===== src/fpr_cdb_pkg.sv =====
`default_nettype none

package fpr_cdb_pkg;

	////////////////////////////////////////////////////////////////////
	// widths
	////////////////////////////////////////////////////////////////////

	localparam int ROB_WIDTH  = 5;
	localparam int WORD_WIDTH = 32;
	localparam int UNIT_WIDTH = 3;
	localparam int N_SLOT     = 14;

	typedef logic [WORD_WIDTH-1:0] word_t;
	typedef logic [ROB_WIDTH-1:0]  tag_t;
	typedef logic [UNIT_WIDTH-1:0] unit_t;
	typedef logic [N_SLOT-1:0]     slot_mask_t;

	////////////////////////////////////////////////////////////////////
	// producer codes
	////////////////////////////////////////////////////////////////////

	localparam unit_t UNIT_FDIV  = 3'd0;
	localparam unit_t UNIT_FSQRT = 3'd1;
	localparam unit_t UNIT_FADD  = 3'd2;
	localparam unit_t UNIT_FMUL  = 3'd3;
	localparam unit_t UNIT_ITOF  = 3'd4;
	localparam unit_t UNIT_LW    = 3'd5;
	localparam unit_t UNIT_FMOV  = 3'd6;

	// fdiv and fsqrt share one entry slot
	localparam int SLOT_FDIV = 13;
	localparam int SLOT_FADD = 5;
	localparam int SLOT_FMUL = 3;
	localparam int SLOT_ITOF = 2;
	localparam int SLOT_LW   = 0;
	localparam int SLOT_FMOV = 0;

	// cycles from accept to bus
	localparam int LAT_FDIV = SLOT_FDIV + 1;
	localparam int LAT_FADD = SLOT_FADD + 1;
	localparam int LAT_FMUL = SLOT_FMUL + 1;
	localparam int LAT_ITOF = SLOT_ITOF + 1;
	localparam int LAT_LW   = SLOT_LW + 1;
	localparam int LAT_FMOV = SLOT_FMOV + 1;

endpackage

`default_nettype wire

===== src/cdb_slot_if.sv =====
`timescale 1ns/100ps
`default_nettype none

// reservation currently at slot 0
interface cdb_slot_if import fpr_cdb_pkg::*; ();

	logic  valid;
	tag_t  tag;
	unit_t unit;

	modport chain (
		output valid,
		output tag,
		output unit
	);

	modport broadcast (
		input valid,
		input tag,
		input unit
	);

endinterface

`default_nettype wire


===== src/cdb_res_if.sv =====
`timescale 1ns/100ps
`default_nettype none

// accepted requests from intake, occupancy back from the chain
interface cdb_res_if import fpr_cdb_pkg::*; ();

	logic fdiv_accept;
	logic fdiv_is_fsqrt;
	logic fadd_accept;
	logic fmul_accept;
	logic itof_accept;
	logic lw_accept;
	logic fmov_accept;

	tag_t fdiv_tag;
	tag_t fadd_tag;
	tag_t fmul_tag;
	tag_t itof_tag;
	tag_t lw_tag;
	tag_t fmov_tag;

	slot_mask_t occupancy;

	modport intake (
		output fdiv_accept, fdiv_is_fsqrt, fadd_accept, fmul_accept,
		output itof_accept, lw_accept, fmov_accept,
		output fdiv_tag, fadd_tag, fmul_tag, itof_tag, lw_tag, fmov_tag,
		input  occupancy
	);

	modport chain (
		input  fdiv_accept, fdiv_is_fsqrt, fadd_accept, fmul_accept,
		input  itof_accept, lw_accept, fmov_accept,
		input  fdiv_tag, fadd_tag, fmul_tag, itof_tag, lw_tag, fmov_tag,
		output occupancy
	);

endinterface

`default_nettype wire


===== src/fpr_cdb.sv =====
`timescale 1ns/100ps
`default_nettype none

module fpr_cdb import fpr_cdb_pkg::*; (
	input  logic  clk,
	input  logic  rst,
	input  logic  fdiv_valid,
	input  logic  fdiv_is_fsqrt,
	input  tag_t  fdiv_tag,
	input  logic  fadd_valid,
	input  tag_t  fadd_tag,
	output logic  fadd_ready,
	input  logic  fmul_valid,
	input  tag_t  fmul_tag,
	output logic  fmul_ready,
	input  logic  itof_valid,
	input  tag_t  itof_tag,
	output logic  itof_ready,
	input  logic  lw_valid,
	input  tag_t  lw_tag,
	output logic  lw_ready,
	input  logic  fmov_valid,
	input  tag_t  fmov_tag,
	output logic  fmov_ready,
	input  logic  in_valid,
	input  tag_t  in_tag,
	input  word_t in_data,
	output logic  in_ready,
	input  word_t result_fdiv,
	input  word_t result_fsqrt,
	input  word_t result_fadd,
	input  word_t result_fmul,
	input  word_t result_itof,
	input  word_t result_lw,
	input  word_t result_fmov,
	output logic  cdb_valid,
	output tag_t  cdb_tag,
	output word_t cdb_data
);

	logic in_accept;

	cdb_res_if  res ();
	cdb_slot_if slot ();

	cdb_intake i_intake (
		.fdiv_valid,
		.fdiv_is_fsqrt,
		.fadd_valid,
		.fmul_valid,
		.itof_valid,
		.lw_valid,
		.fmov_valid,
		.in_valid,
		.fdiv_tag,
		.fadd_tag,
		.fmul_tag,
		.itof_tag,
		.lw_tag,
		.fmov_tag,
		.fadd_ready,
		.fmul_ready,
		.itof_ready,
		.lw_ready,
		.fmov_ready,
		.in_ready,
		.in_accept,
		.res (res.intake)
	);

	cdb_reservation_chain i_chain (
		.clk,
		.rst,
		.res  (res.chain),
		.slot (slot.chain)
	);

	cdb_broadcast i_broadcast (
		.in_accept,
		.in_tag,
		.in_data,
		.result_fdiv,
		.result_fsqrt,
		.result_fadd,
		.result_fmul,
		.result_itof,
		.result_lw,
		.result_fmov,
		.slot (slot.broadcast),
		.cdb_valid,
		.cdb_tag,
		.cdb_data
	);

endmodule

`default_nettype wire


===== src/cdb_broadcast.sv =====
`timescale 1ns/100ps
`default_nettype none

module cdb_broadcast import fpr_cdb_pkg::*; (
	input  logic  in_accept,
	input  tag_t  in_tag,
	input  word_t in_data,
	input  word_t result_fdiv,
	input  word_t result_fsqrt,
	input  word_t result_fadd,
	input  word_t result_fmul,
	input  word_t result_itof,
	input  word_t result_lw,
	input  word_t result_fmov,
	cdb_slot_if.broadcast slot,
	output logic  cdb_valid,
	output tag_t  cdb_tag,
	output word_t cdb_data
);

	assign cdb_valid = slot.valid || in_accept;
	assign cdb_tag   = slot.valid ? slot.tag : in_tag;

	//////////////////////////////////////////////////////////////////////
	// data select
	//////////////////////////////////////////////////////////////////////

	// producer presents its result in the cycle its entry hits slot 0
	always_comb begin
		if (!slot.valid) begin
			cdb_data = in_data;
		end else begin
			case (slot.unit)
				UNIT_FDIV:  cdb_data = result_fdiv;
				UNIT_FSQRT: cdb_data = result_fsqrt;
				UNIT_FADD:  cdb_data = result_fadd;
				UNIT_FMUL:  cdb_data = result_fmul;
				UNIT_ITOF:  cdb_data = result_itof;
				UNIT_LW:    cdb_data = result_lw;
				UNIT_FMOV:  cdb_data = result_fmov;
				default:    cdb_data = '0;
			endcase
		end
	end

	// bus is never driven by both slot 0 and the input port
	always_comb begin
		a_in_vs_slot0: assert final (!(in_accept && slot.valid));
	end

endmodule

`default_nettype wire


===== src/cdb_reservation_chain.sv =====
`timescale 1ns/100ps
`default_nettype none

module cdb_reservation_chain import fpr_cdb_pkg::*; (
	input logic clk,
	input logic rst,
	cdb_res_if.chain res,
	cdb_slot_if.chain slot
);

	slot_mask_t slot_valid;
	tag_t       slot_tag [N_SLOT];
	unit_t      slot_unit [N_SLOT];

	// what shifts into each slot from above
	slot_mask_t above_valid;

	slot_mask_t load;
	tag_t       load_tag [N_SLOT];
	unit_t      load_unit [N_SLOT];

	assign above_valid = {1'b0, slot_valid[N_SLOT-1:1]};

	//////////////////////////////////////////////////////////////////////
	// merge points
	//////////////////////////////////////////////////////////////////////

	always_comb begin
		load = '0;
		for (int i = 0; i < N_SLOT; i++) begin
			load_tag[i]  = '0;
			load_unit[i] = UNIT_FDIV;
		end
		if (res.fdiv_accept) begin
			load[SLOT_FDIV]      = 1'b1;
			load_tag[SLOT_FDIV]  = res.fdiv_tag;
			load_unit[SLOT_FDIV] = res.fdiv_is_fsqrt ? UNIT_FSQRT : UNIT_FDIV;
		end
		if (res.fadd_accept) begin
			load[SLOT_FADD]      = 1'b1;
			load_tag[SLOT_FADD]  = res.fadd_tag;
			load_unit[SLOT_FADD] = UNIT_FADD;
		end
		if (res.fmul_accept) begin
			load[SLOT_FMUL]      = 1'b1;
			load_tag[SLOT_FMUL]  = res.fmul_tag;
			load_unit[SLOT_FMUL] = UNIT_FMUL;
		end
		if (res.itof_accept) begin
			load[SLOT_ITOF]      = 1'b1;
			load_tag[SLOT_ITOF]  = res.itof_tag;
			load_unit[SLOT_ITOF] = UNIT_ITOF;
		end
		// lw written last so it wins over fmov
		if (res.fmov_accept) begin
			load[SLOT_FMOV]      = 1'b1;
			load_tag[SLOT_FMOV]  = res.fmov_tag;
			load_unit[SLOT_FMOV] = UNIT_FMOV;
		end
		if (res.lw_accept) begin
			load[SLOT_LW]      = 1'b1;
			load_tag[SLOT_LW]  = res.lw_tag;
			load_unit[SLOT_LW] = UNIT_LW;
		end
	end

	//////////////////////////////////////////////////////////////////////
	// shift register
	//////////////////////////////////////////////////////////////////////

	always_ff @(posedge clk) begin
		if (rst) begin
			slot_valid <= '0;
		end else begin
			slot_valid <= above_valid | load;
		end
	end

	// entry moving down has priority over a new request
	always_ff @(posedge clk) begin
		for (int i = 0; i < N_SLOT - 1; i++) begin
			if (slot_valid[i+1]) begin
				slot_tag[i]  <= slot_tag[i+1];
				slot_unit[i] <= slot_unit[i+1];
			end else begin
				slot_tag[i]  <= load_tag[i];
				slot_unit[i] <= load_unit[i];
			end
		end
		slot_tag[N_SLOT-1]  <= load_tag[N_SLOT-1];
		slot_unit[N_SLOT-1] <= load_unit[N_SLOT-1];
	end

	assign res.occupancy = slot_valid;

	assign slot.valid = slot_valid[0];
	assign slot.tag   = slot_tag[0];
	assign slot.unit  = slot_unit[0];

	// intake ready must have kept every merge collision-free
	a_no_merge_collision: assert property (
		@(posedge clk) disable iff (rst) (load & above_valid) == '0
	);

	// slot 0 has one merge port for lw and fmov
	a_lw_fmov_excl: assert property (
		@(posedge clk) disable iff (rst) !(res.lw_accept && res.fmov_accept)
	);

	a_empty_after_rst: assert property (
		@(posedge clk) rst |=> res.occupancy == '0
	);

endmodule

`default_nettype wire


===== src/cdb_intake.sv =====
`timescale 1ns/100ps
`default_nettype none

module cdb_intake import fpr_cdb_pkg::*; (
	input  logic fdiv_valid,
	input  logic fdiv_is_fsqrt,
	input  logic fadd_valid,
	input  logic fmul_valid,
	input  logic itof_valid,
	input  logic lw_valid,
	input  logic fmov_valid,
	input  logic in_valid,
	input  tag_t fdiv_tag,
	input  tag_t fadd_tag,
	input  tag_t fmul_tag,
	input  tag_t itof_tag,
	input  tag_t lw_tag,
	input  tag_t fmov_tag,
	output logic fadd_ready,
	output logic fmul_ready,
	output logic itof_ready,
	output logic lw_ready,
	output logic fmov_ready,
	output logic in_ready,
	output logic in_accept,
	cdb_res_if.intake res
);

	//////////////////////////////////////////////////////////////////////
	// ready
	//////////////////////////////////////////////////////////////////////

	// a producer may enter only if nothing is about to shift into its slot
	assign fadd_ready = !res.occupancy[SLOT_FADD+1];
	assign fmul_ready = !res.occupancy[SLOT_FMUL+1];
	assign itof_ready = !res.occupancy[SLOT_ITOF+1];
	assign lw_ready   = !res.occupancy[SLOT_LW+1];

	// fmov yields to lw at the shared slot
	assign fmov_ready = !res.occupancy[SLOT_FMOV+1] && !lw_valid;

	// input port needs the bus itself this cycle
	assign in_ready  = !res.occupancy[0];
	assign in_accept = in_valid && in_ready;

	//////////////////////////////////////////////////////////////////////
	// accept strobes
	//////////////////////////////////////////////////////////////////////

	// nothing can sit above the top slot
	assign res.fdiv_accept   = fdiv_valid;
	assign res.fdiv_is_fsqrt = fdiv_is_fsqrt;

	assign res.fadd_accept = fadd_valid && fadd_ready;
	assign res.fmul_accept = fmul_valid && fmul_ready;
	assign res.itof_accept = itof_valid && itof_ready;
	assign res.lw_accept   = lw_valid && lw_ready;
	assign res.fmov_accept = fmov_valid && fmov_ready;

	assign res.fdiv_tag = fdiv_tag;
	assign res.fadd_tag = fadd_tag;
	assign res.fmul_tag = fmul_tag;
	assign res.itof_tag = itof_tag;
	assign res.lw_tag   = lw_tag;
	assign res.fmov_tag = fmov_tag;

endmodule

`default_nettype wire


===== config.mk =====
export PLATFORM = sky130hd
export DESIGN_NAME = fpr_cdb
export DESIGN_NICKNAME = d
export VERILOG_FILES = /design/src/fpr_cdb_pkg.sv /design/src/cdb_slot_if.sv /design/src/cdb_res_if.sv /design/src/fpr_cdb.sv /design/src/cdb_broadcast.sv /design/src/cdb_reservation_chain.sv /design/src/cdb_intake.sv
export SDC_FILE = /design/constraint.sdc
export NUM_CORES = 1
export LEC_CHECK = 0
export ABC_AREA = 1
export BUFFER_PORTS_ARGS = -buffer_cell sky130_fd_sc_hd__buf_2
export CORE_AREA = 3 3 132 134
export CTS_BUF_LIST = sky130_fd_sc_hd__clkbuf_8
export DETAILED_ROUTE_END_ITERATION = 10
export DIE_AREA = 0 0 135 137
export PLACE_DENSITY = 0.69
export SYNTH_ARGS = -nofsm -noshare
export SYNTH_HDL_FRONTEND = slang
export SYNTH_SLANG_ARGS = --single-unit

===== constraint.sdc =====
create_clock -name clk -period 1.6 [get_ports clk]
set_clock_uncertainty 0.05 [all_clocks]
set_input_delay 0.24 -clock clk [delete_from_list [all_inputs] [get_ports clk]]
set_output_delay 0.24 -clock clk [all_outputs]
set_load 0.05 [all_outputs]

Yosys cells after proc, flatten, opt, wreduce, memory -nomap -nowiden
Memories as Yosys holds them, arrays and structs flattened.
Cells that the tools add are included.
W data, S select, Z words.
{"block": "totals", "mem_bits_rw": 112, "reg_bits": 14, "input_bits": 301, "memories": 2, "romBits": 0, "wordCells": 138, "latch_bits": 0, "out_inout_bits": 44}
{"block": "op_classes", "add_sub_neg": 0, "reduce_logical": 15, "eq_ne": 6, "order_cmp": 0, "n_bitwise": 27, "n_mul": 0, "div": 0, "shift": 0, "n_mux": 87}
{"memory": "i_chain.slot_tag", "words": 14, "width": 5, "rd": 14, "rd_ports_with_merged_regs": 0, "wr": 14, "line": "cdb_reservation_chain.sv:12", "source": "tag_t slot_tag [N_SLOT];"}
{"memory": "i_chain.slot_unit", "words": 14, "width": 3, "rd": 14, "rd_ports_with_merged_regs": 0, "wr": 14, "line": "cdb_reservation_chain.sv:13", "source": "unit_t slot_unit [N_SLOT];"}
{"operator": "$pmux W32 S7", "count": 1}
{"operator": "$mux W5", "count": 20}
{"operator": "$mux W3", "count": 17}
{"operator": "$mux W1", "count": 46}
{"operator": "$mux W32", "count": 1}
{"operator": "$or A1 B1 Y1", "count": 26}
{"operator": "$or A13 B14 Y14", "count": 1}
{"operator": "$eq A3 B3 Y1 const B", "count": 3}
{"operator": "$logic_and A1 B1 Y1", "count": 7}
{"operator": "$eq A3 B2 Y1 const B", "count": 2}
{"operator": "$logic_not A1 Y1", "count": 6}
{"operator": "$mux W2", "count": 2}
{"operator": "$eq A3 B1 Y1 const B", "count": 1}
{"operator": "$logic_not A3 Y1", "count": 1}
{"operator": "$logic_or A1 B1 Y1", "count": 1}

Longest topological paths before layout
{"block": "depth", "ltp_word": 6, "ltp_mapped": 10, "mapped_depth_nobuf": 7}

Hierarchy
Synthesis repeated with hierarchy kept, for this count alone.
{"block": "unflattened", "cells_unflattened": 1052, "area_unflattened_um2": 6483.7}
{"module": "cdb_reservation_chain", "instances": 1, "area_each_um2": 3215.6, "seq_area_each_um2": 2142.1, "cells_each": 369}
{"module": "cdb_broadcast", "instances": 1, "area_each_um2": 2951.6, "seq_area_each_um2": 0.0, "cells_each": 632}
{"module": "cdb_intake", "instances": 1, "area_each_um2": 316.6, "seq_area_each_um2": 0.0, "cells_each": 51}

Worst setup path after synthesis
Ideal clock, no wire load.
{"block": "synth_timing", "path_type": "register to output", "from": "reg i_chain.slot_valid[0], in the netlist i_chain.res.occupancy[0]", "to": "out cdb_data[27]", "slack_ps": -138, "required_time_ps": 1310, "path_stages_with_launch": 5, "arrival_time_ps": 1448, "path_buffers": 1, "cell_sequence": "dfxtp_1 -> inv_1 -> clkbuf_1 -> nand2_1 -> nand2_1"}
{"block": "synth_between", "elab_chain_len": 1}
{"element": "from (decl)", "line": "cdb_reservation_chain.sv:11", "source": "slot_mask_t slot_valid;"}
{"element": "from (signal assigned)", "line": "cdb_reservation_chain.sv:75", "source": "slot_valid <= above_valid | load;"}
{"element": "$mux W32", "line": "cdb_broadcast.sv:30", "source": "if (!slot.valid) begin"}
{"element": "to (decl)", "line": "fpr_cdb.sv:38", "source": "output word_t cdb_data"}
Every way passes these cells.

==> run summary <==
The run finished, with violations left. The final reports fail on negative setup slack. Synthesis produced a netlist with a net count of 1273.

The type of the most critical hold path is input port to flop. After detailed routing, the met2 layer carries 12300 µm of wire. For the pin with the worst max-slew slack, the measured transition is 0.395 ns. The overall overflow remaining after global route was 0.

The number of antenna violations at the first check in global routing was 6. The proportion of netlist area held by the largest area contributor is 0.352. In the routed design, unresolved DRC markers number 0. The design draws 7.37 mW. The tools report the number of hold-slack violations in the final timing report as 0. The signal on the critical path passes through inv_6 > buf_12 > buf_6 > nand4_1 > nand2_1 > nor2_1 > nand2_1 > nand2_1 > nand2_2 > buf_6.

The per-cell via count in the routed design was 5.03; the async set-or-reset flop fraction in the synthesized netlist was 0. Power spread over the standard cell area amounts to 760 nW/µm². The worst relative slew slack was 0.735. The final clock period utilization by the worst path was 1.33. The congestion estimate from routability-driven global placement came to 0.874. The logs give 6090 µm² for the cell area after technology mapping and 0.0332 ns for the final-layout worst hold slack.

Clock latency on the worst-skew pair, taken at its later pin, is 0.36 ns. The area of the placeable core came out at 16400 µm². After the first detailed-routing iteration, the DRC count stood at 537. The die is 135 µm wide.

Compound-cell area share of the yosys netlist: 0.0185. The HPWL after detailed placement is 17700 µm. Wire segments on met3 add up to 2330 µm in the final route.

After detailed routing, the total wire length is 25600 µm. The final layout contains 1637 nets. The synthesized area per cell came out at 6.26 µm². Setup repair after global routing could not meet its margin everywhere. From bottom edge to top edge, the die measures 137 µm. The first global-routing pass estimated 35100 µm of wire.

No sink is reached through more buffers than the 2 on the longest clock path. The total routing resource utilization after global routing is 0.242, and the area of the die is 18500 µm². Summed over all cells, the static leakage comes to 5.61 nW.

The H-tree was split into 3 levels. The number of distinct library cells after synthesis was 21; the number of storage elements in the synthesis netlist was 107. Counting flops with a built-in enable in the synthesized netlist gives 0. Counting stages on the worst path, the most repeated cell is nand2_1. The combinational family with the most area after synthesis is simple AND/OR/NAND/NOR gates.

Along the worst path, the maximum fanout reaches 8. The via count of the first global-routing pass was 6798; the multiplexer share of the synthesized area was 0. For this design the top-level I/O count stands at 345. The startpoint type of the worst setup path was a flop.

The cell sitting at the root of the clock tree is a clkbuf_8. The worst setup path is captured at an output port. Remaining number of nets flagged by the antenna check after routing: 0. Synthesis handed over a netlist of 972 instances. The XOR/XNOR share of the synthesized area is 0, and the clock transition at the registers of the reported paths is 0.10 ns. Entering global routing, the biggest net connects 40 pins.

Across the VDD grid, the largest voltage drop is 0.936 mV. The share of final-layout standard cells stronger than drive strength 1 is 0.394. Among all flip-flop cells after synthesis, the most frequent one is dfxtp_1. The count of max-cap constraint violations is 0, and the number of buffers inserted during clock tree synthesis is 9. For the data arrival time at the worst-slack endpoint, the log shows 1.83 ns.

For this block, the via count after detailed routing is 7874. After detailed routing, the wire length on met1 is 10300 µm. Type of the worst setup path: flop to output port. TritonCTS built the clock tree. The synthesized design spends more area on one cell type than any other, namely dfxtp_1. The post-synthesis simple-gate area fraction is 0.479, and the routed length per instance is 16.4 µm. In the post-synthesis netlist, the biggest area contributors are dfxtp_1 (35%), nand2_1 (20%), nand4_1 (13%). The number of sinks handled by clock tree synthesis is 107. The starting utilization of the core area was 0.371; the fraction of the mapped netlist area in adder cells was 0. The cell with the largest stage delay on the worst path was dfxtp_4. The tools report the post-layout worst setup margin as -0.521 ns.

The layout has 1558 filler cells. The final cell utilization of the core was 0.592. The initialized floorplan defines 47 standard-cell rows. Before antenna repair, the detailed router went through 5 iterations. The count of port buffers added during placement is 344. On the worst path, the slowest cell contributes a delay of 0.47 ns. The total of endpoints with negative setup slack in the final report is 39.

Highest layer used for signal routing: met5. The worst path needs 2.12 ns of the cycle, external delays included. The area growth from synthesis to layout came out at 59.5%. Timing would allow up to 472 MHz.

Yosys printed 0 warnings. The number of max-slew violations in the final report was 0; the data required time of the critical path was 1.31 ns. The portion of the post-synthesis area used by sequential elements came out at 0.352.
[timing repair]
action	in CTS	in global routing
pin swaps	23	48
setup endpoints to repair	40	39
hold buffers	7	0
hold endpoints to repair	7	0
setup buffers	6	3
gates cloned	7	5
resized for setup	144	54
[flip-flops by register name, summed over array words and instances, names as in the netlist]
name,count
i_chain.slot_tag,70
i_chain.res.occupancy,14
i_chain.slot_unit,23
[metrics by stage]
| step | setup slack [ns] | setup TNS [ns] | cells | cell area [µm²] |
|---|---|---|---|---|
| after CTS | -0.509 | -15.38 | 1555 | 9410 |
| after detailed placement | -0.183 | -4.41 | 1519 | 8330 |
| after floorplan | -0.0315 | -0.0315 | 972 | 6160 |
| after global routing | -0.599 | -18.66 | 1563 | 9700 |
| final | -0.521 | -14.89 | 1564 | 9710 |
| after global placement | -0.179 | -4.15 | 1519 | 8330 |
[worst max-delay path: cells and delay by family, from the launching register on]
kind,cells,cell delay [ns]
buffers and inverters,4,0.49
AND/OR/NAND/NOR,6,0.51
flip-flops,1,0.47
[report_power, final]
part	switching, mW	leakage (nW)	total (mW)	internal, mW
Sequential	0.0579	0.877	2.81	2.75
Combinational	1.61	4.63	2.87	1.26
Clock	0.936	0.104	1.70	0.765
Total	2.60	5.61	7.37	4.77
[cell usage in the layout (no fill, tap or decap), types with 4 or more instances in the layout]
master,n
dfxtp_4,4
nand2_2,44
buf_16,4
nand3_2,22
nand2_1,281
buf_4,36
clkbuf_16,5
buf_8,32
buf_12,25
nand2_4,7
buf_2,304
a21oi_1,4
nor2_2,6
nand3_1,55
buf_6,12
clkbuf_8,9
a22o_1,10
nand4_1,129
nor2_1,108
dfxtp_1,103
dlygate4sd3_1,7
inv_1,114
[area by class of cell]
cell class,instances,area (µm²),area share
Clock buffer,9,124,0.0128
Antenna cell,3,7.51,0.000773
Timing Repair Buffer,426,3250,0.334
Clock inverter,7,97.6,0.0101
Multi-Input combinational cell,672,3340,0.344
Inverter,120,462,0.0476
Sequential cell,107,2160,0.222
Tap cell,220,275,0.0284
[path summary, 6_finish.rpt]
| path | startpoint | endpoint | slack [ns] | depth (start not counted) |
|---|---|---|---|---|
| hold reg to reg | i_chain.slot_tag[1][3] | i_chain.slot_tag[0][38] | 0.35 | 2 |
| hold / removal | fadd_tag[2] | i_chain.slot_tag[0][27] | 0.03 | 2 |
| setup reg to reg | i_chain.res.occupancy[1] | i_chain.slot_tag[0][2] | 0.46 | 4 |
| setup / recovery | i_chain.slot_unit[0][1] | cdb_data[13] | -0.52 | 10 |
[cell families after synthesis]
logic type	count (synthesis)
AND/OR/NAND/NOR	657
flip-flops	107
AO/OA/AOI/OAI	15
buffers and inverters	193
[layer usage]
| layer | global-route usage | up-vias |
|---|---|---|
| met3 | 0.0449 | 70 |
| li1 | - | 3847 |
| met1 | 0.314 | 3553 |
| met4 | 0.0655 | 8 |
| met2 | 0.416 | 396 |
| met5 | 0 | - |
[cells in the mapped netlist, types with 2 or more instances]
library cell / count
inv_1: 116
nand4_1: 129
inv_2: 2
dfxtp_1: 107
buf_4: 13
clkbuf_1: 12
a22o_1: 10
buf_1: 2
buf_2: 33
nand3_1: 78
buf_6: 13
or2_2: 2
nand2_1: 332
a21oi_1: 4
nor2_1: 113
(Power assumes the default switching activity.)
